<file path="src/common/tcdm_pkg.sv">
// Shared types for the strided TCDM load engine.
// Holds the data, address and length widths, FIFO flags and the two halves
// of a TCDM port.

package tcdm_pkg;

  // one data word of the memory and of the output stream.
  typedef logic [31:0] word_t;

  // word address into the bank.
  typedef logic [15:0] addr_t;

  // transfer length in words, also used for the stride.
  typedef logic [15:0] count_t;

  // status of a stream FIFO.
  typedef struct packed {
    logic empty;
    logic full;
  } fifo_flags_t;

  // Request half of a TCDM port.
  // It is driven by the requester and must stay stable until granted.
  typedef struct packed {
    logic  req;
    addr_t add;
  } tcdm_req_t;

  // Response half of a TCDM port.
  // r_valid follows a granted request by exactly one cycle.
  typedef struct packed {
    logic  gnt;
    logic  r_valid;
    word_t r_data;
  } tcdm_rsp_t;

endpackage

</file>
<file path="src/source/stream_fifo.sv">
// Synchronous first-word-fall-through FIFO.
// Push and pop are single-cycle strobes; the oldest word is always on data_o.

`timescale 1ns/1ns

module stream_fifo #(
  parameter int unsigned DATA_WIDTH = 32,
  parameter int unsigned FIFO_DEPTH = 8
) (
  input  logic                   clk_i,
  input  logic                   rst_ni,
  input  logic                   clear_i,
  input  logic                   push_i,
  input  logic [DATA_WIDTH-1:0]  data_i,
  input  logic                   pop_i,
  output logic [DATA_WIDTH-1:0]  data_o,
  output tcdm_pkg::fifo_flags_t  flags_o
);

  localparam int unsigned PTR_WIDTH = $clog2(FIFO_DEPTH);

  logic [DATA_WIDTH-1:0] mem_q [FIFO_DEPTH];
  logic [PTR_WIDTH:0]    wr_ptr_q;  // top bit is the wrap flag.
  logic [PTR_WIDTH:0]    rd_ptr_q;
  logic                  empty;
  logic                  full;
  logic                  do_push;
  logic                  do_pop;

  // same index, wrap bits tell whether the writer is a lap ahead.
  assign empty = (wr_ptr_q == rd_ptr_q);
  assign full  = (wr_ptr_q[PTR_WIDTH] != rd_ptr_q[PTR_WIDTH]) &&
                 (wr_ptr_q[PTR_WIDTH-1:0] == rd_ptr_q[PTR_WIDTH-1:0]);

  assign do_push = push_i & ~full;  // a push into a full FIFO is dropped.
  assign do_pop  = pop_i & ~empty;  // a pop from an empty FIFO does nothing.

  always_ff @(posedge clk_i or negedge rst_ni)
  begin
    if (!rst_ni)
    begin
      wr_ptr_q <= '0;
      rd_ptr_q <= '0;
    end
    else if (clear_i)
    begin
      wr_ptr_q <= '0;
      rd_ptr_q <= '0;
    end
    else
    begin
      if (do_push)
      begin
        wr_ptr_q <= wr_ptr_q + 1'b1;
      end
      if (do_pop)
      begin
        rd_ptr_q <= rd_ptr_q + 1'b1;
      end
    end
  end

  always_ff @(posedge clk_i)
  begin
    if (do_push)
    begin
      mem_q[wr_ptr_q[PTR_WIDTH-1:0]] <= data_i;
    end
  end

  assign data_o        = mem_q[rd_ptr_q[PTR_WIDTH-1:0]];
  assign flags_o.empty = empty;
  assign flags_o.full  = full;

endmodule

</file>
<file path="src/tcdm_fifo_load/tcdm_fifo_load.sv">
// Load-side TCDM decoupler.
// Buffers requests toward memory and responses toward the consumer in two
// FIFOs, with a holding register for a response that finds no room.

`timescale 1ns/1ns

module tcdm_fifo_load #(
  parameter int unsigned FIFO_DEPTH = 8
) (
  input  logic                  clk_i,
  input  logic                  rst_ni,
  input  logic                  clear_i,
  input  logic                  ready_i,
  input  tcdm_pkg::tcdm_req_t   up_req_i,
  output tcdm_pkg::tcdm_rsp_t   up_rsp_o,
  output tcdm_pkg::tcdm_req_t   mem_req_o,
  input  tcdm_pkg::tcdm_rsp_t   mem_rsp_i,
  output tcdm_pkg::fifo_flags_t flags_o
);

  localparam int unsigned WORD_WIDTH = $bits(tcdm_pkg::word_t);
  localparam int unsigned ADDR_WIDTH = $bits(tcdm_pkg::addr_t);

  tcdm_pkg::fifo_flags_t flags_outgoing;
  tcdm_pkg::fifo_flags_t flags_incoming;
  tcdm_pkg::word_t       out_push_data;
  tcdm_pkg::word_t       out_pop_data;
  tcdm_pkg::word_t       in_push_data;
  tcdm_pkg::word_t       in_pop_data;
  tcdm_pkg::word_t       hold_data_q;
  logic                  hold_valid_q;
  logic                  drop_q;
  logic                  rsp_valid;
  logic                  in_push;
  logic                  in_pop;

  // outgoing path, addresses from the requester to the bank.
  assign out_push_data = tcdm_pkg::word_t'(up_req_i.add);
  assign up_rsp_o.gnt  = ~flags_outgoing.full;

  stream_fifo #(
    .DATA_WIDTH ( WORD_WIDTH ),
    .FIFO_DEPTH ( FIFO_DEPTH )
  ) i_fifo_outgoing (
    .clk_i   ( clk_i          ),
    .rst_ni  ( rst_ni         ),
    .clear_i ( clear_i        ),
    .push_i  ( up_req_i.req   ),
    .data_i  ( out_push_data  ),
    .pop_i   ( mem_rsp_i.gnt  ),
    .data_o  ( out_pop_data   ),
    .flags_o ( flags_outgoing )
  );

  // no new request while the incoming side is full, so at most one response
  // can be in flight without room and the holding register covers it.
  assign mem_req_o.req = ~flags_outgoing.empty & ~flags_incoming.full;
  assign mem_req_o.add = out_pop_data[ADDR_WIDTH-1:0];

  // a response to a request granted during clear belongs to the old load.
  assign rsp_valid    = mem_rsp_i.r_valid & ~drop_q;
  assign in_push      = rsp_valid | hold_valid_q;
  assign in_push_data = rsp_valid ? mem_rsp_i.r_data : hold_data_q;

  always_ff @(posedge clk_i or negedge rst_ni)
  begin
    if (!rst_ni)
    begin
      hold_valid_q <= 1'b0;
      drop_q       <= 1'b0;
    end
    else
    begin
      hold_valid_q <= ~clear_i & in_push & flags_incoming.full;  // word found no room.
      drop_q       <= clear_i;
    end
  end

  always_ff @(posedge clk_i)
  begin
    if (in_push & flags_incoming.full)
    begin
      hold_data_q <= in_push_data;
    end
  end

  // incoming path, data from the bank to the consumer.
  stream_fifo #(
    .DATA_WIDTH ( WORD_WIDTH ),
    .FIFO_DEPTH ( FIFO_DEPTH )
  ) i_fifo_incoming (
    .clk_i   ( clk_i          ),
    .rst_ni  ( rst_ni         ),
    .clear_i ( clear_i        ),
    .push_i  ( in_push        ),
    .data_i  ( in_push_data   ),
    .pop_i   ( in_pop         ),
    .data_o  ( in_pop_data    ),
    .flags_o ( flags_incoming )
  );

  assign in_pop           = ~flags_incoming.empty & ready_i;  // one word per ready cycle.
  assign up_rsp_o.r_valid = in_pop;
  assign up_rsp_o.r_data  = in_pop_data;

  assign flags_o.empty = flags_incoming.empty & flags_outgoing.empty;
  assign flags_o.full  = flags_outgoing.full;

endmodule

</file>
<file path="config.mk">
export PLATFORM = sky130hd
export DESIGN_NAME = tcdm_fifo_load
export DESIGN_NICKNAME = d
export VERILOG_FILES = /design/src/common/tcdm_pkg.sv /design/src/source/stream_fifo.sv /design/src/tcdm_fifo_load/tcdm_fifo_load.sv
export SDC_FILE = /design/constraint.sdc
export NUM_CORES = 1
export LEC_CHECK = 0
export BUFFER_PORTS_ARGS = -buffer_cell sky130_fd_sc_hd__buf_2
export CAP_MARGIN = 30
export CELL_PAD_IN_SITES_DETAIL_PLACEMENT = 1
export CELL_PAD_IN_SITES_GLOBAL_PLACEMENT = 1
export CORE_MARGIN = 3
export CORE_UTILIZATION = 53
export CTS_CLUSTER_DIAMETER = 30
export DETAILED_ROUTE_END_ITERATION = 16
export PLACE_DENSITY_LB_ADDON = 0.2
export SYNTH_ARGS = -nofsm -noshare
export SYNTH_HDL_FRONTEND = slang
export SYNTH_SLANG_ARGS = --single-unit
</file>
<file path="constraint.sdc">
create_clock -name clk_i -period 4.7 [get_ports clk_i]
set_input_delay 0.94 -clock clk_i [delete_from_list [all_inputs] [get_ports clk_i]]
set_output_delay 0.94 -clock clk_i [all_outputs]
set_load 0.03 [all_outputs]
</file>
==> run_results.csv <==
group,metric,value,unit
outcome,outcome,"finished clean",
timing,finalSetupViolCount,0,
die,start_util,0.5407,
timing,final_hold_viol_count,0,
critical_path,r2r_slack,1.58,ns
placed_design,portBuffers,107,
critical_path,reg2reg_from,"i_fifo_incoming.rd_ptr_q[0]",
die,rows,65,
power,power_leakage,7.197,nW
timing,fin_tns_setup,0,ns
power,power_per_cell_area,534.4,nW/um^2
clock_tree,clock_sinks,434,
die,die_w,185.9,microns
hold_path,hold_class,"in2async",
grt,grt_overflow_total,0,
flow_run,cap_violations,0,
placed_design,place_congestion,0.7483,
synthesis,ys_top_cells_by_area,"edfxtp_1, mux4_2, mux2_2, dfrtp_1, nand2_1",
route,drc_errors,0,
synthesis,synth.top_cell.area_share,0.7284,
synthesis,yosysSeqAreaShare,0.7547,
critical_path,critPathArrivalTime,2.96,ns
clock_tree,clock_path_buffers,3,
die,core_region_area,31720,sq um
clock_tree,h-tree-depth,3,
clock_tree,cts_resized,0,
synthesis,synth_area_per_cell,20.44,sq um
timing,hold_ws,0.3196,ns
clock_tree,numCtsBuffers,83,
timing,rsz0062_at_grt,"false",
placed_design,preCtsSetupSlack,1.396,ns
timing,slew_viol_final,0,
critical_path,critPathBufInv,2,
power,vdd_drop_max,0.4459,mV
route,vias,8791,
die,pin_count,108,
timing,clock.fmax,0.2567,GHz
critical_path,endpoint_kind,"output pin",
clock_tree,cts_root_buffer,"clkbuf_16",
synthesis,ys_ff_latch,434,
clock_tree,cts.clk_slew.worst_paths,0.05,ns
synthesis,syn_area,17150,sq um
final_layout,final_cell_count_no_fill,1480,
route,drtAntennaViolNets,0,
critical_path,crit_family,"flip-flops",
grt,grt_pass1_vias,9794,
final_layout,area_delta_synth_final,22.73,%
clock_tree,cts_tree,"built",
synthesis,async_flop_share,0.04147,
grt,antenna_found_initial,0,
clock_tree,cts_setup_buffers,0,
timing,post-route-period-util,0.8288,
critical_path,worstPathMaxFanout,38,
grt,grtUsageTotal,0.2435,
grt,grt-busiest-layer,"met2",
power,total_power,0.01125,W
clock_tree,cts-hold-fix-buffers,0,
route,drtPass1Iterations,7,
critical_path,worst_r2r_endpoint,"i_fifo_incoming.mem_q[4][23]",
timing,post-route-min-period,3.895,ns
critical_path,crit_type,"reg2out",
critical_path,cp-start-kind,"flop",
timing,skew,0.02792,ns
critical_path,cpPeakStageDelay,0.95,ns
synthesis,synth-edff-count,416,
clock_tree,insertion_delay,0.58,ns
synthesis,yosysTopAreaCell,"edfxtp_1",
die,die_height,185.9,microns
grt,grt_max_degree,48,
synthesis,synth_flop_cell,"edfxtp_1",
synthesis,yosysWarnings,0,
critical_path,required,3.76,ns
timing,relSlewSlack,0.3993,
route,routed_wl,40.74,mm
synthesis,syn_nets,898,
grt,met3_usage,0.04964,
grt,met1_usage,0.3466,
grt,grt_use_met2,0.3904,
grt,grt_pass1_wl,61.78,mm
route,drtIter0Drc,837,
placed_design,place_inst,1327,
final_layout,diodes,0,
final_layout,drive_above_1_share,0.4100,
critical_path,cpMaxStageDelayCell,"dfrtp_4",
critical_path,r2r_cells,5,
synthesis,syn-instance-count,839,
placed_design,place_hpwl,21.05,mm
timing,layout_setup_ws,0.8046,ns
synthesis,yosysUniqueCellTypes,48,
final_layout,nNetsFinal,1069,
route,vias_per_cell,5.940,
die,dieArea,34550,sq um
route,wl_per_cell,27.53,microns
timing,worst_slew_pin_slew,0.9011,ns
critical_path,path_cells,"buf_4, mux4_2, mux2_2, buf_2",
flip-flops by register name, indices dropped and copies added (netlist names):
name / flops
i_fifo_incoming.rd_ptr_q: 4
i_fifo_outgoing.mem_q: 128
i_fifo_incoming.mem_q: 256
i_fifo_outgoing.rd_ptr_q: 4
drop_q: 1
hold_data_q: 32
i_fifo_incoming.wr_ptr_q: 4
hold_valid_q: 1
i_fifo_outgoing.wr_ptr_q: 4
where the power goes:
part / total, W / internal (W) / switching, W
combinational: 0.000998 / 0.000443 / 0.000555
clock: 0.00585 / 0.00386 / 0.00199
sequential: 0.00440 / 0.00431 / 0.0000969
total: 0.0112 / 0.00861 / 0.00264
stage by stage:
step                cell area (sq um)    util
detailed placement              18250  0.5755
global route                    21050  0.6636
global placement                18250  0.5755
floorplan                       17150       -
finish                          21050  0.6636
CTS                             21050  0.6636
cell type report:
| type | count | area, sq um |
|---|---|---|
| Fill cell | 2605 | 10670 |
| Clock buffer | 94 | 2161 |
| Timing Repair Buffer | 133 | 755.7 |
| Clock inverter | 59 | 633.1 |
| Inverter | 3 | 11.26 |
| Tap cell | 402 | 503.0 |
| Sequential cell | 434 | 12950 |
| Multi-Input combinational cell | 355 | 4034 |
placed cells by master (no fill, tap or decap), types with 6 or more instances in the layout:
cell | netlist | final
a21oi_1 | 8 | 8
buf_2 | 12 | 107
buf_4 | 5 | 24
bufinv_16 | 0 | 10
clkbuf_1 | 20 | 9
clkbuf_16 | 0 | 85
clkinv_1 | 0 | 15
clkinv_2 | 0 | 10
clkinv_4 | 0 | 7
clkinvlp_4 | 0 | 10
dfrtp_1 | 18 | 14
edfxtp_1 | 416 | 416
mux2_2 | 48 | 48
mux4_2 | 96 | 96
nand2_1 | 101 | 101
nor2_1 | 22 | 15
nor2_4 | 0 | 7
o21ai_0 | 6 | 6
xnor2_1 | 9 | 9
synthesized netlist by cell type, drive strengths merged (6+ instances only):
library cell / n
a21oi: 9
buf: 25
clkbuf: 22
dfrtp: 18
edfxtp: 416
mux2: 48
mux4: 96
nand2: 102
nand2b: 6
nor2: 22
nor3: 9
o21ai: 6
xnor2: 9
xor2: 11
cell families after synthesis:
logic type / share of synthesized area
AND/OR/NAND/NOR: 0.04049
AO/OA/AOI/OAI: 0.01277
adder cells (fa/ha/maj): 0.002919
buffers and inverters: 0.01627
XOR/XNOR: 0.01350
multiplexers: 0.1593
flip-flops: 0.7547
worst max-delay path by stage:
stage,start,to,cells past startpoint
after floorplan,mem_rsp_i[32],i_fifo_incoming.mem_q[1][0],5
after global placement,i_fifo_incoming.rd_ptr_q[0],up_rsp_o[14],4
after detailed placement,i_fifo_incoming.rd_ptr_q[0],up_rsp_o[15],4
after CTS,i_fifo_incoming.rd_ptr_q[0],up_rsp_o[20],4
after global routing,i_fifo_incoming.rd_ptr_q[0],up_rsp_o[20],4
final,i_fifo_incoming.rd_ptr_q[0],up_rsp_o[20],4
routing by layer:
metal	vias to the layer above	wire, microns
met5	-	0
met4	0	774
met3	68	2048
met2	291	20140
met1	4686	17780
li1	3746	-
(Power assumes the default switching activity.)
