## src/common/tcdm_pkg.sv

```systemverilog
// Shared types for the strided TCDM load engine.
// Holds the data, address and length widths, FIFO flags and the two halves
// of a TCDM port.

package tcdm_pkg;

  // one data word of the memory and of the output stream.
  typedef logic [31:0] word_t;

  // word address into the bank.
  typedef logic [15:0] addr_t;

  // transfer length in words, also used for the stride.
  typedef logic [15:0] count_t;

  // status of a stream FIFO.
  typedef struct packed {
    logic empty;
    logic full;
  } fifo_flags_t;

  // Request half of a TCDM port.
  // It is driven by the requester and must stay stable until granted.
  typedef struct packed {
    logic  req;
    addr_t add;
  } tcdm_req_t;

  // Response half of a TCDM port.
  // r_valid follows a granted request by exactly one cycle.
  typedef struct packed {
    logic  gnt;
    logic  r_valid;
    word_t r_data;
  } tcdm_rsp_t;

endpackage

```

## src/source/load_addr_gen.sv

```systemverilog
// Strided load address generator.
// Issues count requests from base in steps of stride, then waits until
// every word has been delivered and pulses done.

`timescale 1ns/1ns

module load_addr_gen (
  input  logic                clk_i,
  input  logic                rst_ni,
  input  logic                clear_i,
  input  logic                start_i,
  input  tcdm_pkg::addr_t     base_i,
  input  tcdm_pkg::count_t    stride_i,
  input  tcdm_pkg::count_t    count_i,
  output tcdm_pkg::tcdm_req_t req_o,
  input  tcdm_pkg::tcdm_rsp_t rsp_i,
  output logic                busy_o,
  output logic                done_o
);

  typedef enum logic [1:0] {IDLE, ISSUE, DRAIN} state_e;

  state_e           state_q;
  tcdm_pkg::addr_t  addr_q;
  tcdm_pkg::count_t stride_q;
  tcdm_pkg::count_t count_q;
  tcdm_pkg::count_t issued_q;
  tcdm_pkg::count_t rcvd_q;
  logic             done_q;
  logic             granted;
  logic             received;

  assign granted  = req_o.req & rsp_i.gnt;
  assign received = (state_q != IDLE) & rsp_i.r_valid;

  always_ff @(posedge clk_i or negedge rst_ni)
  begin
    if (!rst_ni)
    begin
      state_q  <= IDLE;
      addr_q   <= '0;
      stride_q <= '0;
      count_q  <= '0;
      issued_q <= '0;
      rcvd_q   <= '0;
      done_q   <= 1'b0;
    end
    else if (clear_i)
    begin
      state_q <= IDLE;
      done_q  <= 1'b0;
    end
    else
    begin
      done_q <= 1'b0;
      if (state_q == IDLE)
      begin
        if (start_i)
        begin
          addr_q   <= base_i;
          stride_q <= stride_i;
          count_q  <= count_i;
          issued_q <= '0;
          rcvd_q   <= '0;
          if (count_i == '0)
          begin
            done_q <= 1'b1;  // empty transfer finishes at once.
          end
          else
          begin
            state_q <= ISSUE;
          end
        end
      end
      else
      begin
        if (granted)
        begin
          addr_q   <= addr_q + stride_q;  // wraps at 16 bits.
          issued_q <= issued_q + 1'b1;
          if (issued_q == count_q - 1'b1)
          begin
            state_q <= DRAIN;
          end
        end
        if (received)
        begin
          rcvd_q <= rcvd_q + 1'b1;
          if (rcvd_q == count_q - 1'b1)
          begin
            state_q <= IDLE;
            done_q  <= 1'b1;
          end
        end
      end
    end
  end

  assign req_o.req = (state_q == ISSUE);
  assign req_o.add = addr_q;
  assign busy_o    = (state_q != IDLE);
  assign done_o    = done_q;

endmodule

```

## config.mk

```make
export PLATFORM = sky130hd
export DESIGN_NAME = load_addr_gen
export DESIGN_NICKNAME = d
export VERILOG_FILES = /design/src/common/tcdm_pkg.sv /design/src/source/load_addr_gen.sv
export SDC_FILE = /design/constraint.sdc
export NUM_CORES = 1
export LEC_CHECK = 0
export ABC_AREA = 1
export BUFFER_PORTS_ARGS = -buffer_cell sky130_fd_sc_hd__buf_2
export CAP_MARGIN = 40
export CORE_ASPECT_RATIO = 1.5
export CORE_MARGIN = 8
export CORE_UTILIZATION = 54
export DETAILED_ROUTE_END_ITERATION = 8
export PLACE_DENSITY_LB_ADDON = 0.3
export SLEW_MARGIN = 25
export SYNTH_ARGS = -nofsm -noshare
export SYNTH_HDL_FRONTEND = slang
export SYNTH_SLANG_ARGS = --single-unit
export TNS_END_PERCENT = 1
```

## constraint.sdc

```tcl
create_clock -name clk_i -period 3.6 [get_ports clk_i]
set_input_delay 0.54 -clock clk_i [delete_from_list [all_inputs] [get_ports clk_i]]
set_output_delay 0.54 -clock clk_i [all_outputs]
set_load 0.005 [all_outputs]
```

==> results of run 1 <==
==> synth_stat cells (all sizes together) <==
cell type	count	share of area (%)
nand3b	1	0.14
xnor2	6	0.98
o22ai	2	0.23
nor3b	1	0.14
a21boi	1	0.14
a22o	1	0.16
o21a	2	0.28
dfrtp	83	39
nand2	224	16
inv	83	5.8
clkbuf	13	0.91
xor2	20	3.3
buf	2	0.19
a21oi	54	5.0
clkinv	2	0.14
or2	2	0.23
nand4	12	1.5
a21o	1	0.14
a211oi	3	0.42
nor3	17	1.7
a31oi	1	0.12
nand3	51	4.9
o21ai	65	6.0
o21bai	1	0.14
o211ai	1	0.14
fa	1	0.37
o2111ai	1	0.16
mux2i	1	0.19
a221oi	1	0.16
ha	18	4.2
nor2	74	6.2
a32o	1	0.19
nor4	9	1.0
==> cell families (layout without fill, tap and decap cells) <==
| kind of cell | after synthesis | count (layout) | share of synthesized area (%) |
|---|---|---|---|
| and+or+nand+nor | 391 | 391 | 32.03 |
| AOI/OAI and AO/OA | 135 | 135 | 13.34 |
| buffers and inverters | 100 | 178 | 7.067 |
| DFF | 83 | 83 | 38.59 |
| xor gates and xnor gates | 26 | 26 | 4.231 |
| adders and majority gates | 19 | 19 | 4.556 |
| muxes | 1 | 1 | 0.1860 |
==> where the power goes <==
group | switching [mW] | internal, mW | leakage, nW
logic | 1.05 | 0.626 | 1.86
registers | 0.179 | 1.12 | 1.07
clock network | 0.382 | 0.503 | 0.135
==> metal layers <==
metal,vias up,GRT usage [%],routed length (um)
met3,49,4.140,574
met5,-,0,0
met4,0,15.71,854
met2,153,42.13,8337
met1,2514,22.79,5660
li1,2608,-,-
==> layout make-up <==
class | count | area [um^2]
fillers | 876 | 3515
multi-input cells | 572 | 2925
flip-flops and latches | 83 | 2077
repair buffers | 77 | 425.4
inverters | 85 | 321.6
clock buffers | 12 | 256.5
well taps | 115 | 143.9
clock inverters | 4 | 25.02
==> worst max-delay path: stages, from the launching register on <==
cell      delay [ns]
dfrtp_1         0.36
ha_1            0.19
inv_1           0.06
fa_1            0.40
nand3b_1        0.19
nand2_1         0.15
inv_1           0.05
o21ai_0         0.38
nand2_1         0.09
nand2_1         0.12
a21oi_1         0.11
or2_2           0.29
nand3_1         0.07
o21ai_0         0.07
o21ai_0         0.14
==> cells in the final DEF (no fill, tap or decap), types with 2 or more instances in the layout <==
cell and n:
clkbuf_16 9, nor2_4 5, nand2_1 216, clkbuf_8 2
o21a_1 2, dfrtp_1 83, inv_1 82, nand2_4 2
clkinvlp_4 2, buf_2 71, nor2_1 62, a21oi_1 54
o21ai_0 62, nand2_2 6, nand4_1 11, ha_1 18
nand3_2 2, nor2_2 7, o21ai_1 3, o22ai_1 2
nor3_1 16, nand3_1 49, buf_4 4, xor2_1 20
clkinv_1 2, buf_12 2, a211oi_1 3, xnor2_1 6
nor4_1 9, clkinv_2 2
==> state kept, by name (all words and copies together), names as in the netlist <==
register / count
done_o: 1
state_q: 2
stride_q: 16
issued_q: 16
rcvd_q: 16
count_q: 16
addr_q: 16
==> metrics by stage <==
stage	util (%)	total power, mW
floorplan	-	2.447
global placement	60.61	2.912
detailed placement	60.82	2.965
CTS	63.73	3.867
global route	63.73	4.146
finish	63.73	3.862
==> how the worst max path moves through the flow <==
stage	startpoint	to	slack, ns	cells past startpoint
after floorplan	addr_q[0]	addr_q[10]	1.26	14
after global placement	clear_i	issued_q[13]	0.85	12
after detailed placement	clear_i	issued_q[13]	0.82	12
after CTS	addr_q[0]	addr_q[10]	0.88	14
after global routing	addr_q[0]	addr_q[10]	0.61	14
final	addr_q[0]	addr_q[10]	0.85	14
==> out/qor.csv, run 1 <==
metric,value,unit
cp_max_fo,4,
ys_seq_elements,83,
first_iter_violations,266,
drive_gt1_share,14.17,%
ir_drop,0.4234,mV
wl_per_cell,16.27,um
die-area,0.01348,mm^2
placementRows,44,
finalSetupTns,0,ns
cts_max_level,3,
dpl_worst_slack,0.8156,ns
layout.cells.non_filler,948,
p_per_area,625.5,mW/mm^2
status,finished clean,
start_util,55.55,%
clockBufferDepth,2,
first_pass_iters,4,
period_share,76.37,%
port_buffers,72,
dp_hpwl,11930,um
grt.total_usage,23.03,%
crit_type,flop to flop,
crit_path_end_kind,flop,
setup_viol,0,
syn_inst,755,
rr_endpoint,addr_q[10],
r2r_slack,0.85,ns
root_buffer,clkbuf_16,
clk_pin_slew,0.07,ns
vias_per_cell,5.616,
grt_overflow,0,
die_h,138.3,um
grt_pass1_wl,25360,um
cts_tree,yes,
fin_ws,0.8508,ns
routed_wl,15430,um
yosysSeqAreaShare,38.59,%
required,3.87,ns
synth_fp_nets,860,
tightest_slew,0.6139,ns
startpoint_type,flop,
hold_buffers,0,
rsz0062_at_grt,no,
clkSinkCount,83,
drv_cap,0,
ys_types,43,
diodes,0,
first_global_vias,5616,
coreArea,0.009689,mm^2
area_growth,14.71,%
nets,933,
finalHoldViolations,0,
grt_antenna_before_repair,0,
cts_buffers,9,
placedCellCount,932,
reg2regPathDepth,14,
ant_nets,0,
design_area,0.006175,mm^2
leakage,3.065,nW
relSlewSlack,58.93,%
hold_ws,0.1825,ns
die_x,97.52,um
hold_class,input port to async pin,
globalplace.congestion,0.9598,
max_freq,363.7,MHz
synth_area_per_cell,7.129,um^2
drc,0,
ios,105,
r2r_start,addr_q[0],
cts_setup_buffers,0,
grt_max_degree,49,
min_period,2.749,ns
dr_total_vias,5324,
finalClockSkew,0.01153,ns
clkLatencyLatePin,0.35,ns
yosys_warnings,0,
placed_area,0.005893,mm^2
arrival,3.02,ns
syn_area,0.005383,mm^2
drv_slew,0,
cts.repair.resized,0,
Note: power is estimated with default switching activity, not from simulation.
==> inputs of run 2 (changes only) <==
--- a/config.mk
+++ b/config.mk
@@ -10,7 +10,7 @@
 export CAP_MARGIN = 40
 export CORE_ASPECT_RATIO = 1.5
 export CORE_MARGIN = 8
-export CORE_UTILIZATION = 54
+export CORE_UTILIZATION = 51
 export DETAILED_ROUTE_END_ITERATION = 8
 export PLACE_DENSITY_LB_ADDON = 0.3
 export SLEW_MARGIN = 25
==> constraint.sdc (replaced) <==
create_clock -name clk_i -period 2.2 [get_ports clk_i]
set_input_delay 0.33 -clock clk_i [delete_from_list [all_inputs] [get_ports clk_i]]
set_output_delay 0.33 -clock clk_i [all_outputs]
set_load 0.005 [all_outputs]
==> out/qor.csv, run 2 (same netlist as run 1, synthesis figures left out) <==
metric,value,unit
critPathSlowestCell,dfrtp_1,
dr_total_vias,5428,
leakage,3.209,nW
cts_buffers,9,
first_pass_iters,5,
layout.cells.non_filler,1004,
cp_max_fo,2,
first_global_vias,5546,
dp_hpwl,11790,um
clockBufferDepth,2,
max_stage_delay,0.36,ns
start_util,51.67,%
drv_cap,0,
crit_buf_inv,4,
die_x,99.88,um
area_growth,20.48,%
critical_path.cell_chain,ha_2 -> inv_2 -> fa_2 -> nand3b_1 -> nand2_2 -> inv_2 -> o21ai_2 -> nand2_1 -> nand2_2 -> buf_4 -> buf_4 -> xnor2_1 -> nand2_1 -> o21ai_1 -> o21ai_1,
grt_max_degree,84,
coreArea,0.01042,mm^2
grt_pass1_wl,25340,um
final_common_cell,nand2_1,
final_cell_mix,"nand2_1 (211), dfrtp_1 (83), inv_1 (79)",
finalHoldViolations,7,
first_iter_violations,290,
status,finished with violations,
violations,hold timing,
total_power,6.679,mW
root_buffer,clkbuf_16,
hold_class,input port to async pin,
finalClockSkew,0.004946,ns
clkSinkCount,83,
port_buffers,72,
cts_tree,yes,
p_per_area,1030,mW/mm^2
relSlewSlack,66.97,%
rsz0062_at_grt,yes,
tightest_slew,0.4954,ns
die-area,0.01417,mm^2
setup_viol,0,
placedCellCount,985,
max_freq,454.9,MHz
period_share,99.93,%
hold_ws,-0.02247,ns
drive_gt1_share,19.53,%
drv_slew,0,
crit_type,flop to flop,
ir_drop,0.6730,mV
min_period,2.198,ns
cts_max_level,3,
diodes,0,
drc,0,
crit_path_end_kind,flop,
final_util,62.25,%
required,2.42,ns
die_h,141.8,um
grt_overflow,0,
vias_per_cell,5.406,
ios,105,
finalSetupTns,0,ns
startpoint_type,flop,
placementRows,46,
nets,960,
critical-path-top-delay-family,adder cells,
grt.total_usage,22.65,%
ant_nets,0,
grt_antenna_before_repair,0,
globalplace.congestion,0.9444,
wl_per_cell,15.41,um
arrival,2.41,ns
routed_wl,15470,um
clk_pin_slew,0.06,ns
clkLatencyLatePin,0.34,ns
[run 2: layer usage]
metal	track usage, %	wire, um	up-vias
met1	22.57	5734	2548
li1	-	-	2682
met2	42.51	8410	148
met3	3.923	601	50
met4	13.05	728	0
met5	0	0	-
[run 2: final timing paths]
kind                             startpoint           to  slack (ns)  cells past startpoint
worst max register to register    addr_q[0]    addr_q[8]       0.002                     15
max in group asynchronous            rst_ni   rcvd_q[15]        1.80                      2
min in group clk_i              stride_i[3]  stride_q[3]        0.18                      3
worst min register to register  stride_q[8]  stride_q[8]        0.49                      2
worst min-delay path                 rst_ni   count_q[9]       -0.02                      2
worst max-delay path              addr_q[0]    addr_q[8]       0.002                     15
[run 2: metrics by stage]
step	setup WS (ns)	instance area (um^2)
after floorplan	0.01473	5391
after global placement	-0.02726	6118
after detailed placement	-0.1210	6118
after CTS	-0.03744	6395
after global routing	-0.1376	6485
final	0.001571	6485
[run 2: area by class of cell]
class | count | area, um^2
Clock inverter | 5 | 30.03
Clock buffer | 11 | 232.7
Timing Repair Buffer | 104 | 628.1
Fill cell | 958 | 3933
Tap cell | 144 | 180.2
Inverter | 85 | 321.6
Multi-Input combinational cell | 572 | 3015
Sequential cell | 83 | 2077
[run 2: timing repair]
action                                 4_1_cts  5_1_grt
endpoints found under the hold margin        0        0
setup endpoints to repair                    2       13
setup buffers                                1        2
hold buffers                                 0        0
pin swaps                                    4       10
resized for setup                            5       26
[run 2: where the power goes]
part           total, mW  leakage [nW]  internal, mW  switching (mW)
logic               3.17          2.01          1.33            1.84
registers           2.14          1.07          1.84           0.303
clock network       1.36         0.125         0.759           0.605
[run 2: worst reg2reg max path, cell delays in order, from the launching register on]
cell      delay [ns]
dfrtp_1         0.36
ha_2            0.20
inv_2           0.05
fa_2            0.35
nand3b_1        0.18
nand2_2         0.09
inv_2           0.04
o21ai_2         0.15
nand2_1         0.08
nand2_2         0.08
buf_4           0.11
buf_4           0.09
xnor2_1         0.10
nand2_1         0.06
o21ai_1         0.08
o21ai_1         0.07
==> inputs of run 3 (changes only) <==
--- a/config.mk
+++ b/config.mk
@@ -8,9 +8,9 @@
 export ABC_AREA = 1
 export BUFFER_PORTS_ARGS = -buffer_cell sky130_fd_sc_hd__buf_2
 export CAP_MARGIN = 40
-export CORE_ASPECT_RATIO = 1.5
+export CORE_ASPECT_RATIO = 0.6
 export CORE_MARGIN = 8
-export CORE_UTILIZATION = 51
+export CORE_UTILIZATION = 54
 export DETAILED_ROUTE_END_ITERATION = 8
 export PLACE_DENSITY_LB_ADDON = 0.3
 export SLEW_MARGIN = 25
==> constraint.sdc (replaced) <==
create_clock -name clk_i -period 2.6 [get_ports clk_i]
set_input_delay 0.39 -clock clk_i [delete_from_list [all_inputs] [get_ports clk_i]]
set_output_delay 0.39 -clock clk_i [all_outputs]
set_load 0.005 [all_outputs]
==> out/qor.csv, run 3 (same netlist as run 1, synthesis figures left out) <==
metric,value,unit
reg2regPathDepth,14,
drive_gt1_share,14.90,%
crit_path_end_kind,flop,
dpl_worst_slack,0.1690,ns
grt_overflow,0,
area_growth,15.97,%
placedCellCount,958,
cp_max_fo,3,
ir_drop,0.4979,mV
relSlewSlack,63.05,%
first_pass_iters,7,
drv_cap,0,
cts_buffers,9,
globalplace.congestion,1.030,
max_freq,417.0,MHz
period_share,92.23,%
leakage,3.099,nW
first_iter_violations,561,
die_x,144.9,um
p_per_area,868.8,mW/mm^2
first_global_vias,5164,
die_h,93.34,um
critical_path.cell_chain,ha_1 -> inv_1 -> fa_1 -> nand3b_1 -> nand2_1 -> inv_1 -> o21ai_1 -> nand2_1 -> nand2_2 -> a21oi_1 -> or2_2 -> nand3_1 -> o21ai_0 -> o21ai_0,
crit_buf_inv,2,
ant_nets,0,
rsz0062_at_grt,no,
startpoint_type,flop,
arrival,2.66,ns
diodes,0,
hold_class,input port to async pin,
clkSinkCount,83,
setup_viol,0,
drv_slew,0,
routed_wl,15590,um
total_power,5.423,mW
cts_max_level,3,
dr_total_vias,5439,
grt_max_degree,55,
cts_tree,yes,
min_period,2.398,ns
grt_pass1_wl,25280,um
finalClockSkew,0.007915,ns
drc,0,
root_buffer,clkbuf_16,
clockBufferDepth,2,
wl_per_cell,16.01,um
nets,939,
dp_hpwl,11860,um
ios,105,
final_common_cell,nand2_1,
tightest_slew,0.5492,ns
grt.total_usage,23.82,%
critical_path_depth,14,
max_stage_delay,0.39,ns
clkLatencyLatePin,0.35,ns
die-area,0.01352,mm^2
critPathSlowestCell,fa_1,
coreArea,0.009774,mm^2
finalHoldViolations,0,
grt_antenna_before_repair,0,
final_cell_mix,"nand2_1 (215), dfrtp_1 (83), inv_1 (82)",
crit_type,flop to flop,
placementRows,28,
clk_pin_slew,0.06,ns
required,2.86,ns
layout.cells.non_filler,974,
port_buffers,72,
start_util,55.07,%
vias_per_cell,5.584,
fin_ws,0.2021,ns
fillers,892,
critical-path-top-delay-family,simple AND/OR/NAND/NOR gates,
status,finished clean,
finalSetupTns,0,ns
## run 3: cell types whose count changed in the layout (fill, tap and decap cells not counted), sizes merged
cell | previous run | this run
clkinv | 5 | 7
buf | 104 | 83
clkinvlp | 2 | 0
## run 3: what timing repair did
action / in CTS / in global routing
hold buffers: 0 / 0
endpoints found under the setup margin: 0 / 4
buffers inserted: 0 / 0
gates resized for setup: 0 / 3
## run 3: where the power goes
group / switching [mW] / internal (mW)
clock network: 0.523 / 0.668
logic: 1.51 / 0.913
registers: 0.253 / 1.56
## run 3: area by class of cell
class | instances | area [um^2] | area share [%]
Sequential cell | 83 | 2077 | 33.27
Clock inverter | 5 | 28.78 | 0.4610
Timing Repair Buffer | 83 | 470.5 | 7.537
Multi-Input combinational cell | 572 | 2933 | 46.98
Inverter | 85 | 321.6 | 5.151
Clock buffer | 11 | 242.7 | 3.889
Tap cell | 135 | 168.9 | 2.706
## run 3: metal layers
layer	track usage, %	vias up	wire length (um)
met4	6.718	0	218
met3	6.104	28	1724
li1	-	2633	-
met5	0	-	0
met1	34.95	2531	7174
met2	33.71	247	6475
## run 3: path summary, 6_finish.rpt
| check | from | endpoint | slack, ns |
|---|---|---|---|
| min in group clk_i | stride_i[5] | stride_q[5] | 0.24 |
| max in group asynchronous | rst_ni | stride_q[9] | 1.97 |
| worst min-delay path | rst_ni | count_q[13] | 0.004 |
| worst min register to register | stride_q[5] | stride_q[5] | 0.49 |
| worst max-delay path | addr_q[0] | addr_q[10] | 0.20 |
| worst max register to register | addr_q[0] | addr_q[10] | 0.20 |
## run 3: metrics by stage
stage / area, um^2 / hold WS, ns / utilization, %
CTS: 6235 / 0.02689 / 63.79
finish: 6242 / 0.004125 / 63.86
floorplan: 5383 / 0.09441 / -
detailed placement: 5963 / 0.3916 / 61.01
global route: 6242 / 0.05510 / 63.86
global placement: 5963 / 0.3859 / 61.01
